**src/sifh_params.svh**
```systemverilog
//**********************************************************
// SiFH widths and counts
//**********************************************************

`ifndef SIFH_PARAMS_SVH
`define SIFH_PARAMS_SVH

// timestamp width, all-ones means no photon
`define SIFH_NP 8

// coarse bin address width, also fine window size in log2
`define SIFH_NB 4

// pixels sharing the histogram memory
`define SIFH_PIXELS 4

// samples per pixel per acquisition
`define SIFH_DATA_NUM 4

// acquisitions per pass
`define SIFH_ACQ_NUM 8

// bin count width, 32 samples per pixel per pass fit easily
`define SIFH_CNT_W 8

// cycles of busy after the last sample of a pass
`define SIFH_DRAIN 4

`endif
```
**src/sifhPkg.sv**
```systemverilog
//**********************************************************
// SiFH shared types
//**********************************************************

`include "sifh_params.svh"

package sifhPkg;

    // which histogram pass is running
    typedef enum logic {
        coarsePass = 1'b0,
        finePass   = 1'b1
    } passT;

    // one raw timestamp
    typedef logic [`SIFH_NP-1:0] stampT;

    // one bin address, coarse top bits or fine offset
    typedef logic [`SIFH_NB-1:0] binT;

    // one bin count
    typedef logic [`SIFH_CNT_W-1:0] countT;

    // pixel index, 4 pixels
    typedef logic [1:0] pixT;

endpackage

```
**src/sifhTop.sv**
```systemverilog
//**********************************************************
// SiFH peak finder top
//**********************************************************

`timescale 1ns/1ps

`include "sifh_params.svh"

module sifhTop import sifhPkg::*; (
    input  logic                     clk,
    input  logic                     combin_res,
    input  logic                     wrEn,
    input  stampT                    data,
    output logic                     busy,
    output logic                     finePass,
    output logic                     resultValid,
    output stampT [`SIFH_PIXELS-1:0] result
);

    // sequencer outputs
    pixT  pixel;
    passT pass;
    logic clearHist;
    logic clearPeak;
    logic latchWindow;
    logic latchResult;

    // filter to histogram
    binT  binAddr;
    logic keep;
    pixT  pixelQ;

    // histogram to peak tracker
    countT count;
    binT   bin;
    pixT   pixelOut;
    logic  hit;

    // peaks and window edges
    binT   [`SIFH_PIXELS-1:0] peakBins;
    stampT [`SIFH_PIXELS-1:0] thLowAll;

    //**********************************************************
    // control
    //**********************************************************

    frameSequencer seq_i (
        .clk         (clk),
        .combin_res  (combin_res),
        .wrEn        (wrEn),
        .pixel       (pixel),
        .pass        (pass),
        .busy        (busy),
        .clearHist   (clearHist),
        .clearPeak   (clearPeak),
        .latchWindow (latchWindow),
        .latchResult (latchResult),
        .finePass    (finePass)
    );

    //**********************************************************
    // datapath
    //**********************************************************

    sampleFilter filter_i (
        .clk        (clk),
        .combin_res (combin_res),
        .wrEn       (wrEn),
        .busy       (busy),
        .data       (data),
        .pass       (pass),
        .pixel      (pixel),
        .thLowAll   (thLowAll),
        .binAddr    (binAddr),
        .keep       (keep),
        .pixelQ     (pixelQ)
    );

    binHistogram hist_i (
        .clk        (clk),
        .combin_res (combin_res),
        .keep       (keep),
        .pixelQ     (pixelQ),
        .binAddr    (binAddr),
        .clearHist  (clearHist),
        .count      (count),
        .bin        (bin),
        .pixelOut   (pixelOut),
        .hit        (hit)
    );

    peakTracker peak_i (
        .clk        (clk),
        .combin_res (combin_res),
        .hit        (hit),
        .count      (count),
        .bin        (bin),
        .pixelOut   (pixelOut),
        .clearPeak  (clearPeak),
        .peakBins   (peakBins)
    );

    windowCalc window_i (
        .clk         (clk),
        .combin_res  (combin_res),
        .latchWindow (latchWindow),
        .latchResult (latchResult),
        .peakBins    (peakBins),
        .thLowAll    (thLowAll),
        .result      (result),
        .resultValid (resultValid)
    );

endmodule

```
**src/windowCalc.sv**
```systemverilog
//**********************************************************
// SiFH window and result
//**********************************************************

`timescale 1ns/1ps

`include "sifh_params.svh"

module windowCalc import sifhPkg::*; (
    input  logic                     clk,
    input  logic                     combin_res,
    input  logic                     latchWindow,
    input  logic                     latchResult,
    input  binT   [`SIFH_PIXELS-1:0] peakBins,
    output stampT [`SIFH_PIXELS-1:0] thLowAll,
    output stampT [`SIFH_PIXELS-1:0] result,
    output logic                     resultValid
);

    localparam int HALF   = 1 << (`SIFH_NB - 1);
    localparam int TH_MAX = (1 << `SIFH_NP) - (1 << `SIFH_NB);

    // lower window edge from a coarse peak, clamped both ways
    function automatic stampT calcThLow(binT peak);
        stampT centre;
        centre = stampT'(peak) << (`SIFH_NP - `SIFH_NB);
        if (centre < stampT'(HALF)) begin
            return '0;
        end
        if ((centre - stampT'(HALF)) > stampT'(TH_MAX)) begin
            return stampT'(TH_MAX);
        end
        return centre - stampT'(HALF);
    endfunction

    //**********************************************************
    // window latch after the coarse pass
    //**********************************************************

    always_ff @(posedge clk or negedge combin_res) begin
        if (!combin_res) begin
            thLowAll <= '0;
        end else if (latchWindow) begin
            for (int p = 0; p < `SIFH_PIXELS; p++) begin
                thLowAll[p] <= calcThLow(peakBins[p]);
            end
        end
    end

    // fine peak is an offset, add the edge back
    always_ff @(posedge clk) begin
        if (latchResult) begin
            for (int p = 0; p < `SIFH_PIXELS; p++) begin
                result[p] <= thLowAll[p] + stampT'(peakBins[p]);
            end
        end
    end

    // one pulse per frame
    always_ff @(posedge clk or negedge combin_res) begin
        if (!combin_res) begin
            resultValid <= 1'b0;
        end else begin
            resultValid <= latchResult;
        end
    end

endmodule

```
**src/peakTracker.sv**
```systemverilog
//**********************************************************
// SiFH running peak
//**********************************************************

`timescale 1ns/1ps

`include "sifh_params.svh"

module peakTracker import sifhPkg::*; (
    input  logic                   clk,
    input  logic                   combin_res,
    input  logic                   hit,
    input  countT                  count,
    input  binT                    bin,
    input  pixT                    pixelOut,
    input  logic                   clearPeak,
    output binT [`SIFH_PIXELS-1:0] peakBins
);

    // best count seen so far, per pixel
    countT bestCount [`SIFH_PIXELS];

    logic better;

    // strictly greater, ties keep the earlier bin
    assign better = hit && (count > bestCount[pixelOut]);

    always_ff @(posedge clk or negedge combin_res) begin
        if (!combin_res) begin
            for (int p = 0; p < `SIFH_PIXELS; p++) begin
                bestCount[p] <= '0;
            end
            peakBins <= '0;
        end else if (clearPeak) begin
            // fresh start for the next pass
            for (int p = 0; p < `SIFH_PIXELS; p++) begin
                bestCount[p] <= '0;
            end
            peakBins <= '0;
        end else if (better) begin
            bestCount[pixelOut] <= count;
            peakBins[pixelOut]  <= bin;
        end
    end

endmodule

```
**src/binHistogram.sv**
```systemverilog
//**********************************************************
// SiFH bin counters
//**********************************************************

`timescale 1ns/1ps

`include "sifh_params.svh"

module binHistogram import sifhPkg::*; (
    input  logic  clk,
    input  logic  combin_res,
    input  logic  keep,
    input  pixT   pixelQ,
    input  binT   binAddr,
    input  logic  clearHist,
    output countT count,
    output binT   bin,
    output pixT   pixelOut,
    output logic  hit
);

    localparam int IDX_W = $bits(pixT) + `SIFH_NB;
    localparam int DEPTH = `SIFH_PIXELS << `SIFH_NB;

    // one histogram per pixel, flat
    countT            hist [DEPTH];
    logic [DEPTH-1:0] binValid;

    logic [IDX_W-1:0] idx;
    countT            curCount;
    countT            nextCount;

    assign idx = {pixelQ, binAddr};

    // stale bins read as empty
    assign curCount  = binValid[idx] ? hist[idx] : '0;
    assign nextCount = curCount + 1'b1;

    //**********************************************************
    // read-increment-write
    //**********************************************************

    always_ff @(posedge clk) begin
        if (keep) begin
            hist[idx] <= nextCount;
        end
    end

    // whole-memory clear is just the valid bits
    always_ff @(posedge clk or negedge combin_res) begin
        if (!combin_res) begin
            binValid <= '0;
        end else if (clearHist) begin
            binValid <= '0;
        end else if (keep) begin
            binValid[idx] <= 1'b1;
        end
    end

    always_ff @(posedge clk or negedge combin_res) begin
        if (!combin_res) begin
            hit <= 1'b0;
        end else begin
            hit <= keep;
        end
    end

    // updated count goes to the peak tracker
    always_ff @(posedge clk) begin
        count    <= nextCount;
        bin      <= binAddr;
        pixelOut <= pixelQ;
    end

endmodule

```
**src/sampleFilter.sv**
```systemverilog
//**********************************************************
// SiFH input filter
//**********************************************************

`timescale 1ns/1ps

`include "sifh_params.svh"

module sampleFilter import sifhPkg::*; (
    input  logic                          clk,
    input  logic                          combin_res,
    input  logic                          wrEn,
    input  logic                          busy,
    input  stampT                         data,
    input  passT                          pass,
    input  pixT                           pixel,
    input  stampT [`SIFH_PIXELS-1:0]      thLowAll,
    output binT                           binAddr,
    output logic                          keep,
    output pixT                           pixelQ
);

    localparam int BINS = 1 << `SIFH_NB;

    stampT thLow;
    stampT offset;
    binT   addrNext;
    logic  noPhoton;
    logic  inRange;

    always_comb begin
        // window edge of the pixel being written
        thLow    = thLowAll[pixel];
        offset   = data - thLow;
        noPhoton = &data;
        if (pass == coarsePass) begin
            // coarse bin is just the top bits
            addrNext = data[`SIFH_NP-1 -: `SIFH_NB];
            inRange  = 1'b1;
        end else begin
            // fine bin is the offset from the window edge
            addrNext = offset[`SIFH_NB-1:0];
            inRange  = (data >= thLow) && (offset < stampT'(BINS));
        end
    end

    always_ff @(posedge clk or negedge combin_res) begin
        if (!combin_res) begin
            keep <= 1'b0;
        end else begin
            keep <= wrEn && !busy && !noPhoton && inRange;
        end
    end

    // address and pixel follow keep
    always_ff @(posedge clk) begin
        binAddr <= addrNext;
        pixelQ  <= pixel;
    end

endmodule

```
**src/frameSequencer.sv**
```systemverilog
//**********************************************************
// SiFH pass sequencer
//**********************************************************

`timescale 1ns/1ps

`include "sifh_params.svh"

module frameSequencer import sifhPkg::*; (
    input  logic clk,
    input  logic combin_res,
    input  logic wrEn,
    output pixT  pixel,
    output passT pass,
    output logic busy,
    output logic clearHist,
    output logic clearPeak,
    output logic latchWindow,
    output logic latchResult,
    output logic finePass
);

    localparam int SAMPLE_W = $clog2(`SIFH_DATA_NUM);
    localparam int ACQ_W    = $clog2(`SIFH_ACQ_NUM);
    localparam int DRAIN_W  = $clog2(`SIFH_DRAIN + 1);

    logic [SAMPLE_W-1:0] sampleCnt;
    logic [ACQ_W-1:0]    acqCnt;
    logic [DRAIN_W-1:0]  drainCnt;

    logic accept;
    logic lastSample;
    logic pixelWrap;
    logic sampleWrap;
    logic lastBusy;

    //**********************************************************
    // sample / pixel / acquisition counters
    //**********************************************************

    // strobes during drain are dropped
    assign accept = wrEn && !busy;

    assign sampleWrap = (sampleCnt == SAMPLE_W'(`SIFH_DATA_NUM - 1));
    assign pixelWrap  = sampleWrap && (pixel == pixT'(`SIFH_PIXELS - 1));
    // very last sample of the pass
    assign lastSample = pixelWrap && (acqCnt == ACQ_W'(`SIFH_ACQ_NUM - 1));

    always_ff @(posedge clk or negedge combin_res) begin
        if (!combin_res) begin
            sampleCnt <= '0;
            pixel     <= '0;
            acqCnt    <= '0;
        end else if (accept) begin
            // pixel-major order, all counters wrap at pass end
            sampleCnt <= sampleWrap ? '0 : sampleCnt + 1'b1;
            if (sampleWrap) begin
                pixel <= pixelWrap ? '0 : pixel + 1'b1;
            end
            if (pixelWrap) begin
                acqCnt <= lastSample ? '0 : acqCnt + 1'b1;
            end
        end
    end

    //**********************************************************
    // drain and pass toggle
    //**********************************************************

    always_ff @(posedge clk or negedge combin_res) begin
        if (!combin_res) begin
            busy     <= 1'b0;
            drainCnt <= '0;
            pass     <= coarsePass;
        end else if (busy) begin
            if (drainCnt == '0) begin
                // drain done, next pass starts
                busy <= 1'b0;
                pass <= (pass == coarsePass) ? sifhPkg::finePass : coarsePass;
            end else begin
                drainCnt <= drainCnt - 1'b1;
            end
        end else if (accept && lastSample) begin
            busy     <= 1'b1;
            drainCnt <= DRAIN_W'(`SIFH_DRAIN - 1);
        end
    end

    // final busy cycle carries the pass-end pulses
    assign lastBusy    = busy && (drainCnt == '0);
    assign clearHist   = lastBusy;
    assign clearPeak   = lastBusy;
    assign latchWindow = lastBusy && (pass == coarsePass);
    assign latchResult = lastBusy && (pass != coarsePass);

    // observation copy of the pass
    assign finePass = (pass != coarsePass);

endmodule

```
**config.mk**
```make
export PLATFORM = sky130hd
export DESIGN_NAME = sifhTop
export DESIGN_NICKNAME = d
export VERILOG_FILES = /design/src/sifhPkg.sv /design/src/sifhTop.sv /design/src/windowCalc.sv /design/src/peakTracker.sv /design/src/binHistogram.sv /design/src/sampleFilter.sv /design/src/frameSequencer.sv
export VERILOG_INCLUDE_DIRS = /design/src /design/src/src
export SDC_FILE = /design/constraint.sdc
export NUM_CORES = 1
export LEC_CHECK = 0
export BUFFER_PORTS_ARGS = -buffer_cell sky130_fd_sc_hd__buf_4
export CELL_PAD_IN_SITES_DETAIL_PLACEMENT = 1
export CELL_PAD_IN_SITES_GLOBAL_PLACEMENT = 2
export CORE_UTILIZATION = 25
export CTS_CLUSTER_DIAMETER = 150
export CTS_CLUSTER_SIZE = 8
export DETAILED_ROUTE_END_ITERATION = 16
export PLACE_DENSITY = 0.47
export SLEW_MARGIN = 20
export SYNTH_ARGS = -nofsm -noshare
export SYNTH_HDL_FRONTEND = slang
export SYNTH_HIERARCHICAL = 1
export SYNTH_SLANG_ARGS = --single-unit
```
**constraint.sdc**
```tcl
create_clock -name clk -period 11.2 [get_ports clk]
set_input_delay 1.12 -clock clk [delete_from_list [all_inputs] [get_ports clk]]
set_output_delay 1.12 -clock clk [all_outputs]
set_load 0.05 [all_outputs]
```
==> metrics.cfg, run 1 <==
[die]
die_y_um = 349
rows = 126
die_w_um = 349
dieArea_um2 = 121000
boundaryPins = 46
core_area_um2 = 119000
initial_core_util_pct = 25.3

[timing]
finalSetupTns_ns = 0
fmax_mhz = 164
maxSlewViolCount = 0
slew-limit-headroom_pct = 24.4
setup_violations = 0
hold_viol = 0
layout_setup_ws_ns = 5.10
finalCritPeriodShare_pct = 54.4
post-route-min-period_ns = 6.10
rsz0062_at_grt = false
worst_pin_slew_ns = 1.13
clock_skew_ns = 0.0433

[synth]
seq_area_frac_synth_pct = 68.0
ys_ff_latch = 711
netlist_top_cells_area = edfxtp_1 (54%), dfrtp_1 (12%), mux2i_1 (4.1%)
yosysTopAreaCell = edfxtp_1
synth-edff-count = 544
synthArstFlopShare_pct = 20.7
synth_top_flop_cell = edfxtp_1
synth_common_cells = edfxtp_1 (544), nor2_1 (246), dfrtp_1 (147)
yosysMostFrequentCell = edfxtp_1
synth_area_per_cell_um2 = 15.2
yosysTopAreaCellShare_pct = 54.4
yosysWarningCount = 6
synth_area_um2 = 30000
synth.distinct_cells = 92
netlist_instances = 1978

[route]
vias = 17900
drt_first_pass_iters = 5
routed_wirelength_um = 101000
drc = 0
wl_per_cell_um = 27.1
postRouteAntennaNets = 0
drtIter0Drc = 1215
viasPerCell = 4.77

[place]
gp_congestion = 0.834
portBuffers = 45
dpl.hpwl_um = 63500
preCtsSetupSlack_ns = 5.06

[cells_and_area]
nets = 2111
register_area_um2 = 20400
area_delta_synth_final_pct = 16.6
nFillCells = 12500
multi_input_area_um2 = 8800
antenna_cells = 0
drive_gt1_share_pct = 18.2

[outcome]
status = finished clean

[global_route]
groute.usage.overall_pct = 16.7
grt_pass1_vias = 19100
grt_max_degree = 105
overflow = 0
grt_pass1_wl_um = 146000
antenna_found_initial = 0

[clock_network]
cts_root_buf = clkbuf_16
cts_setup_buffers = 0
cts_buffers = 98
clock-sinks = 711
path_clk_slew_ns = 0.05
htreeDepth = 3
hold_buffers = 0
clkLatencyLatePin_ns = 0.69
cts_tree = yes
clockBufferDepth = 3
cts_resized = 0

[critical_path]
crit_fanout = 41
crit_path_end_kind = flop
worstSetupStartpointType = flop
crit_type = flop to flop
arrival_ns = 6.50
rrSetupSlack_ns = 5.10
required_ns = 11.60

[power]
pwr_density_cell_nw_per_um2 = 236
vdd_ir_drop_max_v = 0.000164
power_leakage_nw = 12.6

[hold_path]
hp-class = primary input to async pin

[run]
drv_cap = 0

[where the power goes]
part           internal, mW  leakage, nW  switching, mW
Clock                  1.65         1.34           1.15
Sequential             3.51         7.00          0.251
Combinational         0.518         4.22           1.18
Total                  5.68         12.6           2.59
[kinds of logic (layout without fill, tap and decap cells)]
kind of cell | Yosys count | in the layout | synth area share [%]
DFF | 711 | 711 | 68.0
and+or+nand+nor | 486 | 486 | 7.95
AOI/OAI and AO/OA | 312 | 312 | 8.07
muxes | 242 | 242 | 10.6
buffers and inverters | 170 | 325 | 3.23
adders and majority gates | 38 | 38 | 1.61
xor gates and xnor gates | 18 | 18 | 0.525
other | 1 | 12 | 0.0125
[metrics by stage]
stage,hold WS [ns],utilization (%),area (um^2),power (mW),std cells
2_1_floorplan,0.326,-,30100,4.78,1989
3_3_place_gp,0.477,27.1,32100,5.49,3562
3_5_place_dp,0.486,27.1,32200,5.55,3562
4_1_cts,0.368,29.5,35000,8.40,3744
5_1_grt,0.394,29.5,35000,8.64,3744
6_report,0.383,29.5,35000,8.27,3744
[cell usage in the layout (no fill, tap or decap), drive strengths merged, types with 52 or more instances in the layout]
cell | netlist | layout
a21oi | 57 | 57
a221oi | 58 | 58
buf | 93 | 99
clkbuf | 33 | 177
dfrtp | 147 | 147
edfxtp | 544 | 544
mux2 | 67 | 67
mux2i | 123 | 123
mux4 | 52 | 52
nand2 | 56 | 56
nand2b | 73 | 73
nor2 | 248 | 248
[metal layers]
layer	routed length (um)	vias to the layer above	global-route usage, %	share of wire (%)
met5	0	-	0	0
met4	2320	0	4.91	2.3
met3	3180	135	2.13	3.1
met2	47900	373	27.2	47
met1	47900	9599	23.2	47
li1	-	7756	-	-
[critical path, cell delays in order (launching register included)]
cell and delay, ns:
dfxtp_4 0.56, buf_4 0.56, buf_4 0.61, nand2b_1 0.60
o32ai_1 0.18, o41ai_1 0.84, nand4_1 0.23, nor3_2 0.39
nor2_1 0.12, ha_2 0.27, nor3b_1 0.17, xnor2_1 0.18
nor2_4 0.50, buf_4 0.53
[path summary, 6_finish.rpt]
kind,from,to,cells past startpoint
worst max-delay path,filter_i/binAddr[2]$_DFF_P_,hist_i/hist[25][4]$_DFFE_PP_,13
min in group clk,hist_i/binValid[38]$_DFFE_PN0P_,hist_i/binValid[38]$_DFFE_PN0P_,2
max in group asynchronous,combin_res,hist_i/binValid[58]$_DFFE_PN0P_,2
worst max register to register,filter_i/binAddr[2]$_DFF_P_,hist_i/hist[25][4]$_DFFE_PP_,13
worst min register to register,hist_i/binValid[38]$_DFFE_PN0P_,hist_i/binValid[38]$_DFFE_PN0P_,2
worst min-delay path,combin_res,window_i/resultValid$_DFF_PN0_,1
[layout make-up]
type,count,share of cell area (%)
Clock buffer,177,7.91
Clock inverter,5,0.207
Inverter,44,0.482
Multi-Input combinational cell,1108,25.1
Sequential cell,711,58.3
Tap cell,1600,5.72
Timing Repair Buffer,99,2.21
[flip-flops by register name (all words and copies together), names as in the netlist, 3 cells and up]
name,cells
hist_i/hist,512
hist_i/binValid,64
peak_i/bestCount,32
window_i/result,32
window_i/thLowAll,20
peak_i/peakBins,16
hist_i/count,8
filter_i/binAddr,4
hist_i/bin,4
seq_i/acqCnt,3
seq_i/drainCnt,3
Note: power is estimated with default switching activity, not from simulation.
==> run 2: changes to the inputs <==
--- a/config.mk
+++ b/config.mk
@@ -6,6 +6,7 @@
 export SDC_FILE = /design/constraint.sdc
 export NUM_CORES = 1
 export LEC_CHECK = 0
+export ABC_AREA = 1
 export BUFFER_PORTS_ARGS = -buffer_cell sky130_fd_sc_hd__buf_4
 export CELL_PAD_IN_SITES_DETAIL_PLACEMENT = 1
 export CELL_PAD_IN_SITES_GLOBAL_PLACEMENT = 2
@@ -13,7 +14,7 @@
 export CTS_CLUSTER_DIAMETER = 150
 export CTS_CLUSTER_SIZE = 8
 export DETAILED_ROUTE_END_ITERATION = 16
-export PLACE_DENSITY = 0.47
+export PLACE_DENSITY = 0.53
 export SLEW_MARGIN = 20
 export SYNTH_ARGS = -nofsm -noshare
 export SYNTH_HDL_FRONTEND = slang
==> constraint.sdc (replaced) <==
create_clock -name clk -period 4.97 [get_ports clk]
set_input_delay 0.497 -clock clk [delete_from_list [all_inputs] [get_ports clk]]
set_output_delay 0.497 -clock clk [all_outputs]
set_load 0.05 [all_outputs]
==> metrics.cfg, run 2 <==
[critical_path]
crit_type = flop to flop
crit_fanout = 28
required_ns = 5.41
arrival_ns = 4.55
worstSetupStartpointType = flop
crit_path_end_kind = flop

[clock_network]
clkLatencyLatePin_ns = 0.67
clock-sinks = 711
cts_tree = yes
cts_setup_buffers = 0
cts_root_buf = clkbuf_16
htreeDepth = 3
cts_buffers = 98
clockBufferDepth = 3
path_clk_slew_ns = 0.05

[cells_and_area]
reg_top3 = hist_i/hist: 512 flops, hist_i/binValid: 64 flops
nFillCells = 14000
largest_reg_flops = 512
largest-register = hist_i/hist
fin_area_um2 = 36700
layout_commonest_cell = nand2_1
area_delta_synth_final_pct = 18.1
drive_gt1_share_pct = 10.8
multi_input_area_um2 = 9330
final_cell_mix = nand2_1 (1215), edfxtp_1 (544), nor2_1 (344)
register_area_um2 = 20400
nets = 3296

[route]
routed_wirelength_um = 108000
drc = 0
postRouteAntennaNets = 0
drt_first_pass_iters = 4
viasPerCell = 4.46
vias = 22200
drtIter0Drc = 1071
wl_per_cell_um = 21.7

[timing]
slew-limit-headroom_pct = 24.2
clock_skew_ns = 0.0300
rsz0062_at_grt = false
finalCritPeriodShare_pct = 82.7
fmax_mhz = 243
post-route-min-period_ns = 4.11
worst_pin_slew_ns = 1.13
setup_violations = 0
maxSlewViolCount = 0
hold_viol = 0
finalSetupTns_ns = 0

[outcome]
status = finished clean

[synth]
yosysMostFrequentCell = nand2_1
seq_area_frac_synth_pct = 65.6
yosysTopAreaCellShare_pct = 52.5
ys_ff_latch = 711
synth_common_cells = nand2_1 (1220), edfxtp_1 (544), nor2_1 (352)
synthArstFlopShare_pct = 20.7
yosysWarningCount = 6
synth-edff-count = 544
synth_area_per_cell_um2 = 10.0
netlist_top_cells_area = edfxtp_1 (52%), nand2_1 (15%), dfrtp_1 (12%)
netlist_instances = 3112
synth_top_flop_cell = edfxtp_1
yosysTopAreaCell = edfxtp_1
synth.distinct_cells = 50
synth_area_um2 = 31100

[die]
initial_core_util_pct = 25.2
die_y_um = 355
boundaryPins = 46
core_area_um2 = 124000
die_w_um = 355
dieArea_um2 = 126000
rows = 129

[power]
power_leakage_nw = 15.5
vdd_ir_drop_max_v = 0.000470
pwr_density_cell_nw_per_um2 = 599

[global_route]
grt_max_degree = 152
grt_pass1_vias = 23700
grt_pass1_wl_um = 160000
groute.usage.overall_pct = 17.2
overflow = 0
antenna_found_initial = 1

[run]
drv_cap = 0

[place]
gp_congestion = 0.815
portBuffers = 45
placed_cell_area_um2 = 33900
dpl.hpwl_um = 68600

[hold_path]
hp-class = primary input to flop

==> run 2: changes by cell type after synthesis, moves of 52 or more <==
cell / previous run / this run
nand3_1: 27 / 103
nor2_1: 246 / 352
inv_1: 43 / 168
mux2i_1: 123 / 0
nand2b_1: 72 / 0
o21ai_0: 18 / 82
nand4_1: 6 / 65
nand2_1: 56 / 1220
mux4_2: 52 / 0
==> run 2: worst max-delay path, stage by stage, from the launching register on <==
cell and delay, ns:
dfxtp_1 0.69, inv_1 0.29, nor3_2 0.60, o21ai_0 0.30, nand2_1 0.21, nor2_1 0.08
nand2_2 0.20, nand2_2 0.10, inv_2 0.07, ha_2 0.18, inv_1 0.04, nor2_1 0.13
nand2_1 0.14, xor2_4 0.44, buf_4 0.39
==> run 2: path summary, 6_finish.rpt <==
kind | start | endpoint | slack [ns] | cells after the start
max reg2reg | filter_i/pixelQ[0]$_DFF_P_ | hist_i/hist[52][4]$_DFFE_PP_ | 0.86 | 14
min reg2reg | hist_i/binValid[40]$_DFFE_PN0P_ | hist_i/binValid[40]$_DFFE_PN0P_ | 0.50 | 2
max | filter_i/pixelQ[0]$_DFF_P_ | hist_i/hist[52][4]$_DFFE_PP_ | 0.86 | 14
min in group asynchronous | combin_res | peak_i/bestCount[30]$_DFFE_PN0P_ | 0.39 | 2
min | data[7] | filter_i/binAddr[3]$_DFF_P_ | 0.11 | 3
max in group asynchronous | combin_res | hist_i/binValid[5]$_DFFE_PN0P_ | 3.50 | 3
==> run 2: timing repair <==
action / CTS / global route
hold buffers: 1 / 0
gates resized for setup: 0 / 0
hold endpoints to repair: 61 / 0
==> run 2: layer usage <==
layer / global-route usage, % / part of all wire (%)
met4: 5.00 / 2.5
met3: 2.49 / 3.2
met5: 0 / 0
met1: 22.6 / 46
met2: 29.4 / 49
==> run 2: cell families after synthesis <==
group / Yosys count / share of synthesized area, %
flip-flops: 711 / 65.6
adder cells (fa/ha/maj): 38 / 1.55
AND/OR/NAND/NOR: 1795 / 23.3
buffers and inverters: 333 / 4.83
XOR/XNOR: 18 / 0.506
AO/OA/AOI/OAI: 216 / 4.22
other: 1 / 0.0120
==> run 2: layout make-up <==
type                            instances  area share (%)
Sequential cell                       711            55.6
Multi-Input combinational cell       2079            25.4
Clock buffer                          178            7.66
Tap cell                             1637            5.57
Timing Repair Buffer                  175            3.86
Inverter                              182            1.88
Clock inverter                          1          0.0545
Antenna cell                            1         0.00681
==> run 2: where the power goes <==
part	switching (mW)	internal, mW	total (mW)	leakage [nW]
Sequential	0.261	7.69	7.95	7.24
Clock	2.58	3.77	6.35	1.35
Combinational	5.86	1.85	7.71	6.92
==> run 2: stage by stage <==
step | setup slack (ns) | hold WS, ns | utilization [%] | std cells | total power [mW]
final | 0.861 | 0.111 | 29.7 | 4964 | 22.0
after global routing | 0.603 | 0.109 | 29.7 | 4963 | 23.4
after CTS | 0.783 | 0.0717 | 29.7 | 4963 | 22.5
after detailed placement | 0.793 | 0.485 | 27.4 | 4783 | 16.0
after global placement | 0.812 | 0.467 | 27.4 | 4783 | 15.9
after floorplan | 0.0387 | 0.201 | - | 3123 | 12.6
==> run 3: changes to the inputs <==
--- a/config.mk
+++ b/config.mk
@@ -14,7 +14,7 @@
 export CTS_CLUSTER_DIAMETER = 150
 export CTS_CLUSTER_SIZE = 8
 export DETAILED_ROUTE_END_ITERATION = 16
-export PLACE_DENSITY = 0.53
+export PLACE_DENSITY = 0.51
 export SLEW_MARGIN = 20
 export SYNTH_ARGS = -nofsm -noshare
 export SYNTH_HDL_FRONTEND = slang
==> constraint.sdc (replaced) <==
create_clock -name clk -period 4.2 [get_ports clk]
set_input_delay 0.42 -clock clk [delete_from_list [all_inputs] [get_ports clk]]
set_output_delay 0.42 -clock clk [all_outputs]
set_load 0.05 [all_outputs]
==> metrics.cfg, run 3 (synthesis results as in run 2) <==
[outcome]
status = finished clean

[clock_network]
clock-sinks = 711
cts_tree = yes
clkLatencyLatePin_ns = 0.67
cts_resized = 0
cts_root_buf = clkbuf_16
clockBufferDepth = 3
cts_buffers = 98
htreeDepth = 3
path_clk_slew_ns = 0.05

[critical_path]
rrSetupSlack_ns = 0.35
crit_cells = 13
crit_top_cell = nand2_1
worstSetupStartpointType = flop
slowest_delay_ns = 0.56
required_ns = 4.62
crit_type = flop to flop
worstRegToRegCells = 13
crit_fanout = 130
cpMaxStageDelayCell = buf_4
arrival_ns = 4.27
path_cells = buf_12, nand2_1, o211ai_1, nand2_1, o21ai_0, nand2_1, nor2_1, nand2_2, nand2_2, buf_4, nor2_2, xnor2_4, buf_4
crit_path_end_kind = flop
cp_num_buf_inv = 3
path_delay_family = buffers and inverters

[global_route]
grt_pass1_vias = 23600
grt_max_degree = 131
groute.usage.overall_pct = 17.3
grt_pass1_wl_um = 161000
antenna_found_initial = 1
overflow = 0

[timing]
hold_viol = 0
clock_skew_ns = 0.0417
rsz0062_at_grt = false
post-route-min-period_ns = 3.85
fmax_mhz = 260
worst_pin_slew_ns = 1.01
setup_violations = 0
maxSlewViolCount = 0
finalCritPeriodShare_pct = 91.7
finalSetupTns_ns = 0
whs_ns = 0.118
slew-limit-headroom_pct = 32.5

[power]
power_leakage_nw = 15.6
vdd_ir_drop_max_v = 0.000732
pwr_density_cell_nw_per_um2 = 708

[cells_and_area]
drive_gt1_share_pct = 10.9
fin_cells = 4974
largest_reg_flops = 512
layout_commonest_cell = nand2_1
largest-register = hist_i/hist
final_cell_mix = nand2_1 (1216), edfxtp_1 (544), nor2_1 (345)
nets = 3302
area_delta_synth_final_pct = 18.6
reg_top3 = hist_i/hist: 512 flops, hist_i/binValid: 64 flops

[route]
drtIter0Drc = 1144
wl_met1_um = 49600
routed_wirelength_um = 108000
postRouteAntennaNets = 0
highest-signal-layer = met4
viasPerCell = 4.48
met3_length_um = 3590
vias = 22300
drc = 0
wl_met2_um = 52200
drt_first_pass_iters = 5
wl_per_cell_um = 21.7

[hold_path]
hp-class = primary input to flop
whs_path_depth = 4

[die]
die_y_um = 355
dieArea_um2 = 126000
initial_core_util_pct = 25.2
core_area_um2 = 124000
boundaryPins = 46
die_w_um = 355
rows = 129

[place]
dpl.hpwl_um = 68900
portBuffers = 45
dp.cells = 4789
gp_congestion = 0.779

[run]
drv_cap = 0

## run 3: layer usage
metal | GRT usage [%] | up-vias
met5 | 0 | -
met4 | 5.23 | 0
met3 | 2.38 | 119
met2 | 29.4 | 341
met1 | 22.8 | 11300
li1 | - | 10500
## run 3: repair_timing
action | CTS | global route
hold endpoints to repair | 82 | 0
buffers inserted | 0 | 0
hold buffers | 1 | 0
## run 3: area by class of cell
cell class,count,area (um^2)
fill,14100,86700
sequential,711,20400
multi-input combinational,2079,9330
clock buffer,181,2810
tap,1637,2050
timing repair buffer,181,1580
inverter,182,689
clock inverter,2,25.0
antenna,1,2.50
## run 3: where the power goes
part	leakage [nW]	total (mW)	internal [mW]	switching, mW
sequential	7.24	9.39	9.09	0.300
combinational	6.97	9.23	2.37	6.86
clock	1.34	7.49	4.44	3.05
## run 3: through the flow
stage          utilization (%)  area (um^2)  power (mW)  worst slack [ns]
2_1_floorplan                -        31200        14.9             0.114
3_3_place_gp              27.5        34000        18.9             0.388
3_5_place_dp              27.5        34100        19.1             0.341
4_1_cts                   29.8        36900        26.7             0.284
5_1_grt                   29.8        36900        27.8            0.0513
6_report                  29.8        36900        26.1             0.348
## run 3: tightest hold or removal path: stages
cell and delay [ns]:
buf_4 0.12, nand2_4 0.08, nand2_1 0.07, nand2_1 0.05
## run 3: path summary, 6_finish.rpt
check / from / end
max reg2reg: filter_i/binAddr[0]$_DFF_P_ / hist_i/hist[56][3]$_DFFE_PP_
min reg2reg: filter_i/pixelQ[0]$_DFF_P_ / hist_i/pixelOut[0]$_DFF_P_
min in group asynchronous: combin_res / peak_i/bestCount[6]$_DFFE_PN0P_
max in group asynchronous: combin_res / hist_i/binValid[53]$_DFFE_PN0P_
max: filter_i/binAddr[0]$_DFF_P_ / hist_i/hist[56][3]$_DFFE_PP_
min: wrEn / seq_i/sampleCnt[1]$_DFFE_PN0P_
